**config.mk**
```make
export PLATFORM = sky130hd
export DESIGN_NAME = pecCluster
export DESIGN_NICKNAME = d
export VERILOG_FILES = /design/src/hdl/pecPkg.sv /design/src/hdl/psumReq.sv /design/src/hdl/actStream.sv /design/src/hdl/pecCluster.sv /design/src/hdl/psumAccess.sv /design/src/hdl/rowConvolver.sv /design/src/hdl/actRelay.sv /design/src/hdl/weightConfig.sv
export SDC_FILE = /design/constraint.sdc
export NUM_CORES = 2
export LEC_CHECK = 0
export BUFFER_PORTS_ARGS = -buffer_cell sky130_fd_sc_hd__buf_2
export CORE_MARGIN = 2
export CORE_UTILIZATION = 40
export CTS_CLUSTER_SIZE = 24
export DETAILED_ROUTE_END_ITERATION = 7
export PLACE_DENSITY_LB_ADDON = 0.2
export SYNTH_ARGS = -nofsm -noshare
export SYNTH_HDL_FRONTEND = slang
export SYNTH_SLANG_ARGS = --single-unit
```
**constraint.sdc**
```tcl
create_clock -name clk -period 49.6 [get_ports clk]
set_input_delay 2.48 -clock clk [delete_from_list [all_inputs] [get_ports clk]]
set_output_delay 2.48 -clock clk [all_outputs]
set_load 0.02 [all_outputs]
```
**src/hdl/pecPkg.sv**
```systemverilog
package pecPkg;

    // ========================================
    // Sizes
    // ========================================

    // Element width of activations and weights
    localparam int DataWidth     = 8;
    // Channels carried in one activation column
    localparam int BlockDepth    = 4;
    // Taps in the single kernel row
    localparam int KernelTaps    = 3;
    // Full product of two elements
    localparam int ProductWidth  = 2 * DataWidth;
    // Partial sums leave room for 12 products plus accumulation
    localparam int PsumWidth     = 24;
    // Partial-sum RAM depth is 16 words
    localparam int PsumAddrWidth = 4;

    // ========================================
    // Data types
    // ========================================

    typedef logic signed [DataWidth-1:0] elem_t;

    // One column, channel 0 in the low byte
    typedef elem_t [BlockDepth-1:0] actVec_t;

    // Nonzero flag per channel
    typedef logic [BlockDepth-1:0] flagVec_t;

    // Kernel row, tap 0 in the low word
    typedef actVec_t [KernelTaps-1:0] weiArray_t;

    typedef flagVec_t [KernelTaps-1:0] weiFlags_t;

    typedef logic signed [PsumWidth-1:0] psum_t;

    typedef logic [PsumAddrWidth-1:0] psumAddr_t;

    // Weight register states
    // Locked covers the whole span of an open row
    typedef enum logic [1:0] {
        WeiEmpty,
        WeiLoaded,
        WeiLocked
    } weiState_t;

endpackage
```
**src/hdl/psumReq.sv**
```systemverilog
`timescale 1ns/1ps

// Registered row sum from the convolver to the RAM side
interface psumReq
    import pecPkg::*;
();

    logic  dotValid;
    psum_t dotSum;
    logic  dotAccum;
    logic  dotLast;

    modport src (output dotValid, dotSum, dotAccum, dotLast);

    modport dst (input dotValid, dotSum, dotAccum, dotLast);

endinterface

```
**src/hdl/actStream.sv**
```systemverilog
`timescale 1ns/1ps

// One accepted activation column, relay to convolver
// No ready, the convolver takes a column every cycle
interface actStream
    import pecPkg::*;
();

    // Single-cycle pulse per accepted column
    logic     valid;
    actVec_t  act;
    flagVec_t flag;
    // Add the stored partial sum
    logic     accum;
    // Closes the row
    logic     last;

    modport src (output valid, act, flag, accum, last);

    modport dst (input valid, act, flag, accum, last);

endinterface

```
**src/hdl/pecCluster.sv**
```systemverilog
`timescale 1ns/1ps

module pecCluster
    import pecPkg::*;
(
    input  logic      clk,
    input  logic      rst_n,
    // Weight load
    input  logic      weiValid,
    output logic      weiReady,
    input  weiArray_t weiData,
    input  weiFlags_t weiFlag,
    // Activations from previous cluster
    input  logic      actValid,
    output logic      actReady,
    input  actVec_t   actData,
    input  flagVec_t  actFlag,
    input  logic      actAccum,
    input  logic      actLast,
    // Activations to next cluster
    output logic      nxtValid,
    input  logic      nxtReady,
    output actVec_t   nxtData,
    output flagVec_t  nxtFlag,
    output logic      nxtAccum,
    output logic      nxtLast,
    // Partial-sum RAM
    output logic      ramRdEn,
    output psumAddr_t ramRdAddr,
    input  psum_t     ramRdData,
    output logic      ramWrEn,
    output psumAddr_t ramWrAddr,
    output psum_t     ramWrData
);

    // ========================================
    // Internal links
    // ========================================

    // Held kernel row
    weiArray_t weiQ;
    weiFlags_t weiFlagQ;
    logic      rowOpen;

    actStream convIf ();
    psumReq   dotIf ();

    // ========================================
    // Instances
    // ========================================

    weightConfig weightConfig_i (
        .clk        (clk),
        .rst_n      (rst_n),
        .weiValid   (weiValid),
        .weiReady   (weiReady),
        .weiData    (weiData),
        .weiFlag    (weiFlag),
        .rowOpen    (rowOpen),
        .wei        (weiQ),
        .weiFlagOut (weiFlagQ)
    );

    actRelay actRelay_i (
        .clk      (clk),
        .rst_n    (rst_n),
        .actValid (actValid),
        .actReady (actReady),
        .actData  (actData),
        .actFlag  (actFlag),
        .actAccum (actAccum),
        .actLast  (actLast),
        .nxtValid (nxtValid),
        .nxtReady (nxtReady),
        .nxtData  (nxtData),
        .nxtFlag  (nxtFlag),
        .nxtAccum (nxtAccum),
        .nxtLast  (nxtLast),
        .conv     (convIf.src)
    );

    rowConvolver rowConvolver_i (
        .clk     (clk),
        .rst_n   (rst_n),
        .conv    (convIf.dst),
        .wei     (weiQ),
        .weiFlag (weiFlagQ),
        .rowOpen (rowOpen),
        .req     (dotIf.src)
    );

    psumAccess psumAccess_i (
        .clk       (clk),
        .rst_n     (rst_n),
        .req       (dotIf.dst),
        .ramRdEn   (ramRdEn),
        .ramRdAddr (ramRdAddr),
        .ramRdData (ramRdData),
        .ramWrEn   (ramWrEn),
        .ramWrAddr (ramWrAddr),
        .ramWrData (ramWrData)
    );

endmodule

```
**src/hdl/psumAccess.sv**
```systemverilog
`timescale 1ns/1ps

module psumAccess
    import pecPkg::*;
(
    input  logic      clk,
    input  logic      rst_n,
    psumReq.dst       req,
    output logic      ramRdEn,
    output psumAddr_t ramRdAddr,
    input  psum_t     ramRdData,
    output logic      ramWrEn,
    output psumAddr_t ramWrAddr,
    output psum_t     ramWrData
);

    // Request waiting for its read word
    logic      s1Valid;
    psum_t     s1Sum;
    logic      s1Accum;
    logic      s1Last;

    logic      wrLast;
    psumAddr_t rdAddr;
    psumAddr_t wrAddr;

    // ========================================
    // Read side
    // ========================================

    // Fresh rows start from zero, no read
    assign ramRdEn   = req.dotValid && req.dotAccum;
    assign ramRdAddr = rdAddr;

    // Advances per output even when no read is issued
    always_ff @(posedge clk or negedge rst_n) begin
        if (!rst_n) begin
            rdAddr <= '0;
        end else if (req.dotValid) begin
            if (req.dotLast) begin
                rdAddr <= '0;
            end else begin
                rdAddr <= rdAddr + 1'b1;
            end
        end
    end

    always_ff @(posedge clk or negedge rst_n) begin
        if (!rst_n) begin
            s1Valid <= 1'b0;
            ramWrEn <= 1'b0;
        end else begin
            s1Valid <= req.dotValid;
            ramWrEn <= s1Valid;
        end
    end

    // Sum rides along while the RAM answers
    always_ff @(posedge clk) begin
        if (req.dotValid) begin
            s1Sum   <= req.dotSum;
            s1Accum <= req.dotAccum;
            s1Last  <= req.dotLast;
        end
    end

    // ========================================
    // Accumulate and write back
    // ========================================

    always_ff @(posedge clk) begin
        if (s1Valid) begin
            ramWrData <= s1Sum + (s1Accum ? ramRdData : psum_t'(0));
            wrLast    <= s1Last;
        end
    end

    assign ramWrAddr = wrAddr;

    always_ff @(posedge clk or negedge rst_n) begin
        if (!rst_n) begin
            wrAddr <= '0;
        end else if (ramWrEn) begin
            wrAddr <= wrLast ? '0 : wrAddr + 1'b1;  // row done, back to word 0
        end
    end

    // Write lands on the word it read
    assert property (@(posedge clk) disable iff (!rst_n)
        ramRdEn |-> ##2 (ramWrEn && (ramWrAddr == $past(ramRdAddr, 2))));

endmodule

```
**src/hdl/rowConvolver.sv**
```systemverilog
`timescale 1ns/1ps

module rowConvolver
    import pecPkg::*;
(
    input  logic      clk,
    input  logic      rst_n,
    actStream.dst     conv,
    input  weiArray_t wei,
    input  weiFlags_t weiFlag,
    output logic      rowOpen,
    psumReq.src       req
);

    // Two older columns of the current row
    actVec_t   oldAct;
    flagVec_t  oldFlag;
    actVec_t   midAct;
    flagVec_t  midFlag;

    // Columns seen in this row, stops at three
    logic [1:0] colCnt;
    logic       rowActive;
    logic       winDone;

    // Window has the kernel row shape, tap 0 is the oldest column
    weiArray_t winAct;
    weiFlags_t winFlag;
    psum_t     winSum;

    assign winAct  = {conv.act, midAct, oldAct};
    assign winFlag = {conv.flag, midFlag, oldFlag};

    // Third or later column completes a window
    assign winDone = conv.valid && (colCnt >= 2'd2);

    // Includes the accepting cycle of the first column
    assign rowOpen = rowActive || conv.valid;

    // ========================================
    // Column history and row tracking
    // ========================================

    always_ff @(posedge clk or negedge rst_n) begin
        if (!rst_n) begin
            colCnt    <= 2'd0;
            rowActive <= 1'b0;
        end else if (conv.valid) begin
            rowActive <= !conv.last;
            if (conv.last) begin
                colCnt <= 2'd0;
            end else if (colCnt != 2'd3) begin
                colCnt <= colCnt + 2'd1;
            end
        end
    end

    // Shift on every column, stale entries masked by colCnt
    always_ff @(posedge clk) begin
        if (conv.valid) begin
            oldAct  <= midAct;
            oldFlag <= midFlag;
            midAct  <= conv.act;
            midFlag <= conv.flag;
        end
    end

    // ========================================
    // Masked dot product
    // ========================================

    always_comb begin
        logic signed [ProductWidth-1:0] prod;
        winSum = '0;
        prod   = '0;
        for (int k = 0; k < KernelTaps; k++) begin
            for (int j = 0; j < BlockDepth; j++) begin
                // Zero weight or zero activation drops the term
                if (weiFlag[k][j] && winFlag[k][j]) begin
                    prod   = $signed(wei[k][j]) * $signed(winAct[k][j]);
                    winSum = winSum + psum_t'(prod);
                end
            end
        end
    end

    // Result register, one cycle after the completing column
    always_ff @(posedge clk or negedge rst_n) begin
        if (!rst_n) begin
            req.dotValid <= 1'b0;
        end else begin
            req.dotValid <= winDone;
        end
    end

    always_ff @(posedge clk) begin
        if (winDone) begin
            req.dotSum   <= winSum;
            req.dotAccum <= conv.accum;
            req.dotLast  <= conv.last;
        end
    end

    // Upstream never closes a row before it holds a full window
    assert property (@(posedge clk) disable iff (!rst_n)
        (conv.valid && conv.last) |-> (colCnt >= 2'd2));

endmodule

```
**src/hdl/actRelay.sv**
```systemverilog
`timescale 1ns/1ps

module actRelay
    import pecPkg::*;
(
    input  logic     clk,
    input  logic     rst_n,
    // From previous cluster
    input  logic     actValid,
    output logic     actReady,
    input  actVec_t  actData,
    input  flagVec_t actFlag,
    input  logic     actAccum,
    input  logic     actLast,
    // To next cluster
    output logic     nxtValid,
    input  logic     nxtReady,
    output actVec_t  nxtData,
    output flagVec_t nxtFlag,
    output logic     nxtAccum,
    output logic     nxtLast,
    // Copy for the local convolver
    actStream.src    conv
);

    logic accept;

    // Slot free, or being drained this cycle
    assign actReady = !nxtValid || nxtReady;
    assign accept   = actValid && actReady;

    // ========================================
    // Forward register
    // ========================================

    always_ff @(posedge clk or negedge rst_n) begin
        if (!rst_n) begin
            nxtValid <= 1'b0;
        end else if (accept) begin
            nxtValid <= 1'b1;
        end else if (nxtReady) begin
            nxtValid <= 1'b0;
        end
    end

    // Column payload, qualified by nxtValid
    always_ff @(posedge clk) begin
        if (accept) begin
            nxtData  <= actData;
            nxtFlag  <= actFlag;
            nxtAccum <= actAccum;
            nxtLast  <= actLast;
        end
    end

    // ========================================
    // Local copy
    // ========================================

    // Same cycle as the transfer, so the window closes on the accepting edge
    assign conv.valid = accept;
    assign conv.act   = actData;
    assign conv.flag  = actFlag;
    assign conv.accum = actAccum;
    assign conv.last  = actLast;

    // Held column stays put until the next cluster takes it
    assert property (@(posedge clk) disable iff (!rst_n)
        (nxtValid && !nxtReady) |=> (nxtValid && $stable(nxtData) && $stable(nxtFlag)));

endmodule

```
**src/hdl/weightConfig.sv**
```systemverilog
`timescale 1ns/1ps

module weightConfig
    import pecPkg::*;
(
    input  logic      clk,
    input  logic      rst_n,
    input  logic      weiValid,
    output logic      weiReady,
    input  weiArray_t weiData,
    input  weiFlags_t weiFlag,
    input  logic      rowOpen,
    output weiArray_t wei,
    output weiFlags_t weiFlagOut
);

    weiState_t state;
    weiState_t stateNext;
    logic      weiTake;

    // No loads while a row is in progress
    assign weiReady = (state != WeiLocked);
    assign weiTake  = weiValid && weiReady;

    // ========================================
    // State machine
    // ========================================

    always_comb begin
        stateNext = state;
        case (state)
            // A row can start before any load, it then sees zero weights
            WeiEmpty: begin
                if (rowOpen) begin
                    stateNext = WeiLocked;
                end else if (weiTake) begin
                    stateNext = WeiLoaded;
                end
            end
            WeiLoaded: begin
                if (rowOpen) begin
                    stateNext = WeiLocked;
                end
            end
            // Release once the last column has gone through
            WeiLocked: begin
                if (!rowOpen) begin
                    stateNext = WeiLoaded;
                end
            end
            default: stateNext = WeiEmpty;
        endcase
    end

    always_ff @(posedge clk or negedge rst_n) begin
        if (!rst_n) begin
            state      <= WeiEmpty;
            wei        <= '0;
            weiFlagOut <= '0;
        end else begin
            state <= stateNext;
            if (weiTake) begin
                wei        <= weiData;
                weiFlagOut <= weiFlag;
            end
        end
    end

    // Kernel stays fixed across consecutive cycles of an open row
    assert property (@(posedge clk) disable iff (!rst_n)
        (rowOpen && $past(rowOpen)) |-> ($stable(wei) && $stable(weiFlagOut)));

endmodule

```
## Yosys cells after proc, flatten, opt, wreduce, memory -nomap -nowiden

Cells that the tools add are included.

- Flip-flop bits (word level): 276
- Latch bits: 0
- RAM bits: 0
- ROM bits: 0
- Input port bits: 175
- Memories kept: 0

- Add/sub/neg operators: 15
- Multiply operators: 12
- Divide/modulo/power cells: 0
- Magnitude comparators: 1
- Equal/unequal tests: 7
- Shifts and indexed selects: 0
- Mux-type cells: 24
- Bitwise operators: 0
- Reductions and logical operators: 25

Operator list:

| operator | number |
|---|---|
| $mux W24 | 13 |
| $add A24 B16 Y24 | 11 |
| $mul A8 B8 Y16 | 12 |
| $add A24 B24 Y24 | 1 |
| $logic_and A1 B1 Y1 | 16 |
| $mux W2 | 6 |
| $add A4 B1 Y4 const B | 2 |
| $mux W4 | 2 |
| $ne A2 B2 Y1 const B | 3 |
| $pmux W2 S3 | 1 |
| $reduce_bool A2 Y1 | 2 |
| $ne A3 B1 Y1 const B | 1 |
| $reduce_and A3 Y1 | 1 |
| $add A2 B1 Y2 const B | 1 |
| $eq A2 B1 Y1 const B | 1 |
| $eq A2 B2 Y1 const B | 1 |
| $ge A2 B2 Y1 const B | 1 |
| $logic_not A1 Y1 | 2 |
| $logic_not A2 Y1 | 1 |
| $logic_or A1 B1 Y1 | 2 |
| $mux W1 | 2 |
| $ne A2 B1 Y1 const B | 1 |
| $reduce_and A2 Y1 | 1 |

## Logic depth before layout (Yosys ltp)

- Depth after elaboration: 24
- Depth in mapped cells: 177
- Gate-level depth less buffers: 177

## Hierarchy

A second synthesis with hierarchy kept.

- Cell total of the unflattened synthesis: 6,226
- Area total of the unflattened synthesis: 62,621.3 µm²

Modules (own cells, without submodules):

| module | times used | cells each | area each (µm²) |
|---|---|---|---|
| rowConvolver | 1 | 5,627 | 53,576.4 |
| weightConfig | 1 | 234 | 4,152.7 |
| psumAccess | 1 | 285 | 3,412.0 |
| actRelay | 1 | 80 | 1,480.2 |

## Least setup slack after synthesis

OpenSTA, ideal clock, no wires.

- Kind: register to register
- Start: reg rowConvolver_i.oldAct[2] (netlist bit)
- End: reg rowConvolver_i.req.dotSum[23], data pin
- Setup time: 0.130 ns
- Arrival time: 42.286 ns
- Path slack: 7.184 ns
- Cell stages (with the launch flop): 166
- Buffers on the path: 0
- Period minus slack after synthesis: 42.416 ns
- Cells stage by stage: edfxtp_1 > and2_1 > fa_1 > inv_1 > fa_1 > inv_1 > fa_1 > inv_1 > fa_1 > inv_1 > ha_1 > a21oi_1 > o21bai_1 > a21oi_1 > o21bai_1 > a21oi_1 > o21ai_0 > a21oi_1 > [... 130 more ...] > xnor2_1 > mux2_2 > fa_1 > inv_1 > fa_1 > fa_1 > inv_1 > fa_1 > ha_1 > ha_1 > a21oi_1 > o21ai_0 > xnor2_1 > and2_1 > nand2_1 > a211oi_1 > nor2_1 > nand2_1

- Word-level cells in the longest chain between the ends: 24

Ends and longest elaborated chain:

| what | line | RTL |
|---|---|---|
| from (decl) | rowConvolver.sv:16 | `actVec_t oldAct;` |
| from (signal assigned) | rowConvolver.sv:61 | `oldAct <= midAct;` |
| $mul A8 B8 Y16 (*) | rowConvolver.sv:80 | `prod = $signed(wei[k][j]) * $signed(winAct[k][j]);` |
| $mux W24 (*) | rowConvolver.sv:79 | `if (weiFlag[k][j] && winFlag[k][j]) begin` |
| $add A24 B16 Y24 | rowConvolver.sv:81 | `winSum = winSum + psum_t'(prod);` |
| $mux W24 (*) | rowConvolver.sv:79 |  |
| $add A24 B16 Y24 | rowConvolver.sv:81 |  |
| $mux W24 (*) | rowConvolver.sv:79 |  |
| $add A24 B16 Y24 | rowConvolver.sv:81 |  |
| $mux W24 (*) | rowConvolver.sv:79 |  |
| [... 9 more ...] | -- |  |
| $mux W24 (*) | rowConvolver.sv:79 |  |
| $add A24 B16 Y24 | rowConvolver.sv:81 |  |
| $mux W24 (*) | rowConvolver.sv:79 |  |
| $add A24 B16 Y24 | rowConvolver.sv:81 |  |
| $mux W24 (*) | rowConvolver.sv:79 |  |
| $add A24 B16 Y24 | rowConvolver.sv:81 |  |
| $mux W24 (*) | rowConvolver.sv:79 |  |
| via rowConvolver_i.winSum[23] | rowConvolver.sv:29 | `psum_t winSum;` |
| to (signal assigned) | rowConvolver.sv:98 | `req.dotSum <= winSum;` |
| to (decl) | psumReq.sv:13 | `modport src (output dotValid, dotSum, dotAccum, dotLast);` |

Mark *: on every way through the listed nets, which the timed path passes. The rest lies on a longest branch.
A chain may end at the register's enable or synchronous reset.

## Final worst setup path

Same ends and word-level chain as after synthesis.

==> flow_summary.yaml <==
grt:
  antenna_found_initial: 18
  grt_first_pass_wirelength_mm: 280
  grt_max_degree: 55
  grt_pass1_vias: 47100
  grt_usage: 0.233
  overflow: 0
worst_setup_path:
  timing.rr.start: "rowConvolver_i.oldAct[2]$_DFFE_PP_"
  crit_slowest_cell: "fa_1"
  worst_setup_path_start_kind: "flop"
  critPathKind: "reg -> reg"
  required_ns: 50.14
  ff2ff_setup_slack_ns: 2.15
  slowest_delay_ns: 0.70
  worstPathArrival_ns: 47.99
  critical_path.max_fanout: 8
  endpoint_kind: "flop"
  reg2reg_depth: 166
  path_common_cell: "fa_1"
  r2r_end: "rowConvolver_i.req.dotSum[23]$_DFFE_PP_"
layout:
  drive_above_1_share: 0.0888
  fin_util: 0.438
  syn_to_final_growth_pct: 8.53
  fin_nets: 8445
synthesis:
  synth_mux_area_frac: 0.0332
  yosys_warnings: 0
  synthCells: 6221
  ys_types: 75
  synth-xor-area-share: 0.0387
  synth_top_area_cell: "fa_1"
  synth.area.top_cells: "fa_1 (38%), ha_1 (13%), inv_1 (8.1%)"
  synthAdderAreaFrac: 0.515
  synth_edf_count: 151
  synth_seq_cells: 276
  synth_top_area_share: 0.384
  async_reset_ff_frac: 0.453
  ys.flop_type: "edfxtp_1"
  synthTopCellsByCount: "inv_1 (1331), fa_1 (1176), ha_1 (641)"
  ys_seq_area_frac: 0.125
  synth.most_common_cell: "inv_1"
  synth_top_family_by_area: "adder cells"
  synth_simple_gate_area_frac: 0.117
  synth_nets: 8213
  syn_area_sq_mm: 0.0613
  postSynthAreaPerCell_sq_um: 9.86
  synth_compound_area_frac: 0.0825
floorplan:
  core_area_sq_mm: 0.152
  dieWidth_um: 396
  fp-row-count: 143
  io_pins: 250
  die_area_sq_mm: 0.156
  start_util: 0.403
  fp.dieH_um: 396
cts:
  cts_made_buffers: 42
  cts.sinks: 276
  h-tree-depth: 2
  cts_tree: "yes"
  cts_buffer_depth: 3
  root_buffer: "clkbuf_16"
  path_clk_slew_ns: 0.06
  clock_latency_ns: 0.67
  holdBufCountCts: 0
timing:
  setup_tns_ns: 0
  hold_viol: 0
  min_period_ns: 47.45
  fmax_mhz: 21.1
  slew_violations: 0
  fin_ws_ns: 2.15
  finalSetupViolCount: 0
  slew_headroom: 0.178
  worst_slew_pin_slew_ns: 1.22
  rsz0062_at_grt: "no"
  fin_crit_sh: 0.957
  fin_skew_ns: 0.0701
drt:
  drc: 0
  dr.pass1.iters: 6
  avgRoutedWirePerCell_um: 20.7
  dr_total_vias: 43600
  routed_via_density: 5.11
  ant_nets: 0
  routed_wl_mm: 176
  first_iter_violations: 2428
run:
  max-cap-violations: 0
place:
  port_buffers: 249
  post-dp-hpwl_mm: 150
  gp_congestion: 0.931
  post-place-ws_ns: 1.48
worst_hold_path:
  hold_path_end: "psumAccess_i.s1Sum[14]$_DFFE_PP_"
  hold_depth: 0
  min_from: "rowConvolver_i.req.dotSum[14]$_DFFE_PP_"
  hp-class: "reg -> reg"
run_status:
  status: "finished clean"
## registers in the layout, summed over array words and instances (netlist names), 2 cells and up
register / cells
psumAccess_i.ramRdAddr: 4
psumAccess_i.ramWrAddr: 4
psumAccess_i.ramWrData: 24
psumAccess_i.s1Sum: 24
rowConvolver_i.colCnt: 2
rowConvolver_i.midAct: 32
rowConvolver_i.midFlag: 4
rowConvolver_i.oldAct: 32
rowConvolver_i.oldFlag: 4
rowConvolver_i.req.dotSum: 24
weightConfig_i.state: 2
weightConfig_i.wei: 96
weightConfig_i.weiFlagOut: 12
## per-stage QoR
stage               area (sq um)  hold WS (ns)  cells
floorplan                  61300         0.400   6221
global placement           65100         0.403   8439
detailed placement         65100         0.405   8439
CTS                        66500         0.417   8517
global route               66600         0.423   8517
finish                     66600         0.418   8520
## metal layers
| metal | track usage | vias to the layer above | share of wire |
|---|---|---|---|
| met4 | 0.0760 | 4 | 0.037 |
| met5 | 0 | - | 0.00018 |
| met3 | 0.0276 | 192 | 0.054 |
| li1 | - | 20000 | - |
| met1 | 0.313 | 22300 | 0.43 |
| met2 | 0.392 | 1031 | 0.48 |
## cells in the final DEF, fill, tap and decap left out, types with 13 or more instances in the layout
cell       count
a211o_1       13
a211oi_1      30
a21o_1        84
a21oi_1      187
a31oi_1       30
and2_1       412
and3_1        15
buf_2        248
buf_4         55
clkbuf_16     43
dfrtp_1      125
edfxtp_1     151
fa_1        1176
ha_1         641
inv_1       1330
mux2_2       156
nand2_1      519
nand2b_1     104
nand3_1       41
nand4_1       13
nor2_1       214
nor2b_1       20
nor3_1        56
o211ai_1      25
o21a_1        75
o21ai_0      166
o21bai_1      44
or2_2         14
or3_1         18
xnor2_1      201
xor2_1        62
## critical path: cells and delay by family (launching register included)
kind            cells  cell delay, ns
fa+ha+maj          71           32.18
compound gates     27            6.73
simple gates       21            3.81
xor+xnor           12            2.05
buf+inv            35            2.00
flops               1            0.51
## cell type report
cell class	instances	area, sq um
clock buffer	53	1140
timing repair buffer	304	1670
antenna	3	7.51
tap	2030	2540
fill	14800	85500
clock inverter	25	287
sequential	276	7660
multi-input combinational	4498	48300
inverter	1331	5000
## timing repair
item | 4_1_cts | 5_1_grt
gates resized for setup | 0 | 4
setup endpoints to repair | 0 | 2
setup buffers | 0 | 0
## worst max-delay path by stage
stage | startpoint | endpoint | slack [ns] | cells past startpoint
6_report | rowConvolver_i.oldAct[2]$_DFFE_PP_ | rowConvolver_i.req.dotSum[23]$_DFFE_PP_ | 2.15 | 166
2_1_floorplan | rowConvolver_i.oldAct[2]$_DFFE_PP_ | rowConvolver_i.req.dotSum[23]$_DFFE_PP_ | 7.18 | 165
3_3_place_gp | rowConvolver_i.oldAct[2]$_DFFE_PP_ | rowConvolver_i.req.dotSum[23]$_DFFE_PP_ | 1.53 | 164
3_5_place_dp | rowConvolver_i.oldAct[2]$_DFFE_PP_ | rowConvolver_i.req.dotSum[23]$_DFFE_PP_ | 1.48 | 166
4_1_cts | rowConvolver_i.oldAct[2]$_DFFE_PP_ | rowConvolver_i.req.dotSum[23]$_DFFE_PP_ | 1.41 | 166
5_1_grt | rowConvolver_i.oldAct[2]$_DFFE_PP_ | rowConvolver_i.req.dotSum[23]$_DFFE_PP_ | 0.12 | 166
## cells by family after synthesis
kind of cell | after synthesis
flip-flops | 276
buffers and inverters | 1447
AO/OA/AOI/OAI | 780
AND/OR/NAND/NOR | 1457
multiplexers | 178
XOR/XNOR | 266
adder cells (fa/ha/maj) | 1817
Power is not shown: default switching activity piles up to over one toggle a cycle in this logic, so the estimate is an artifact.
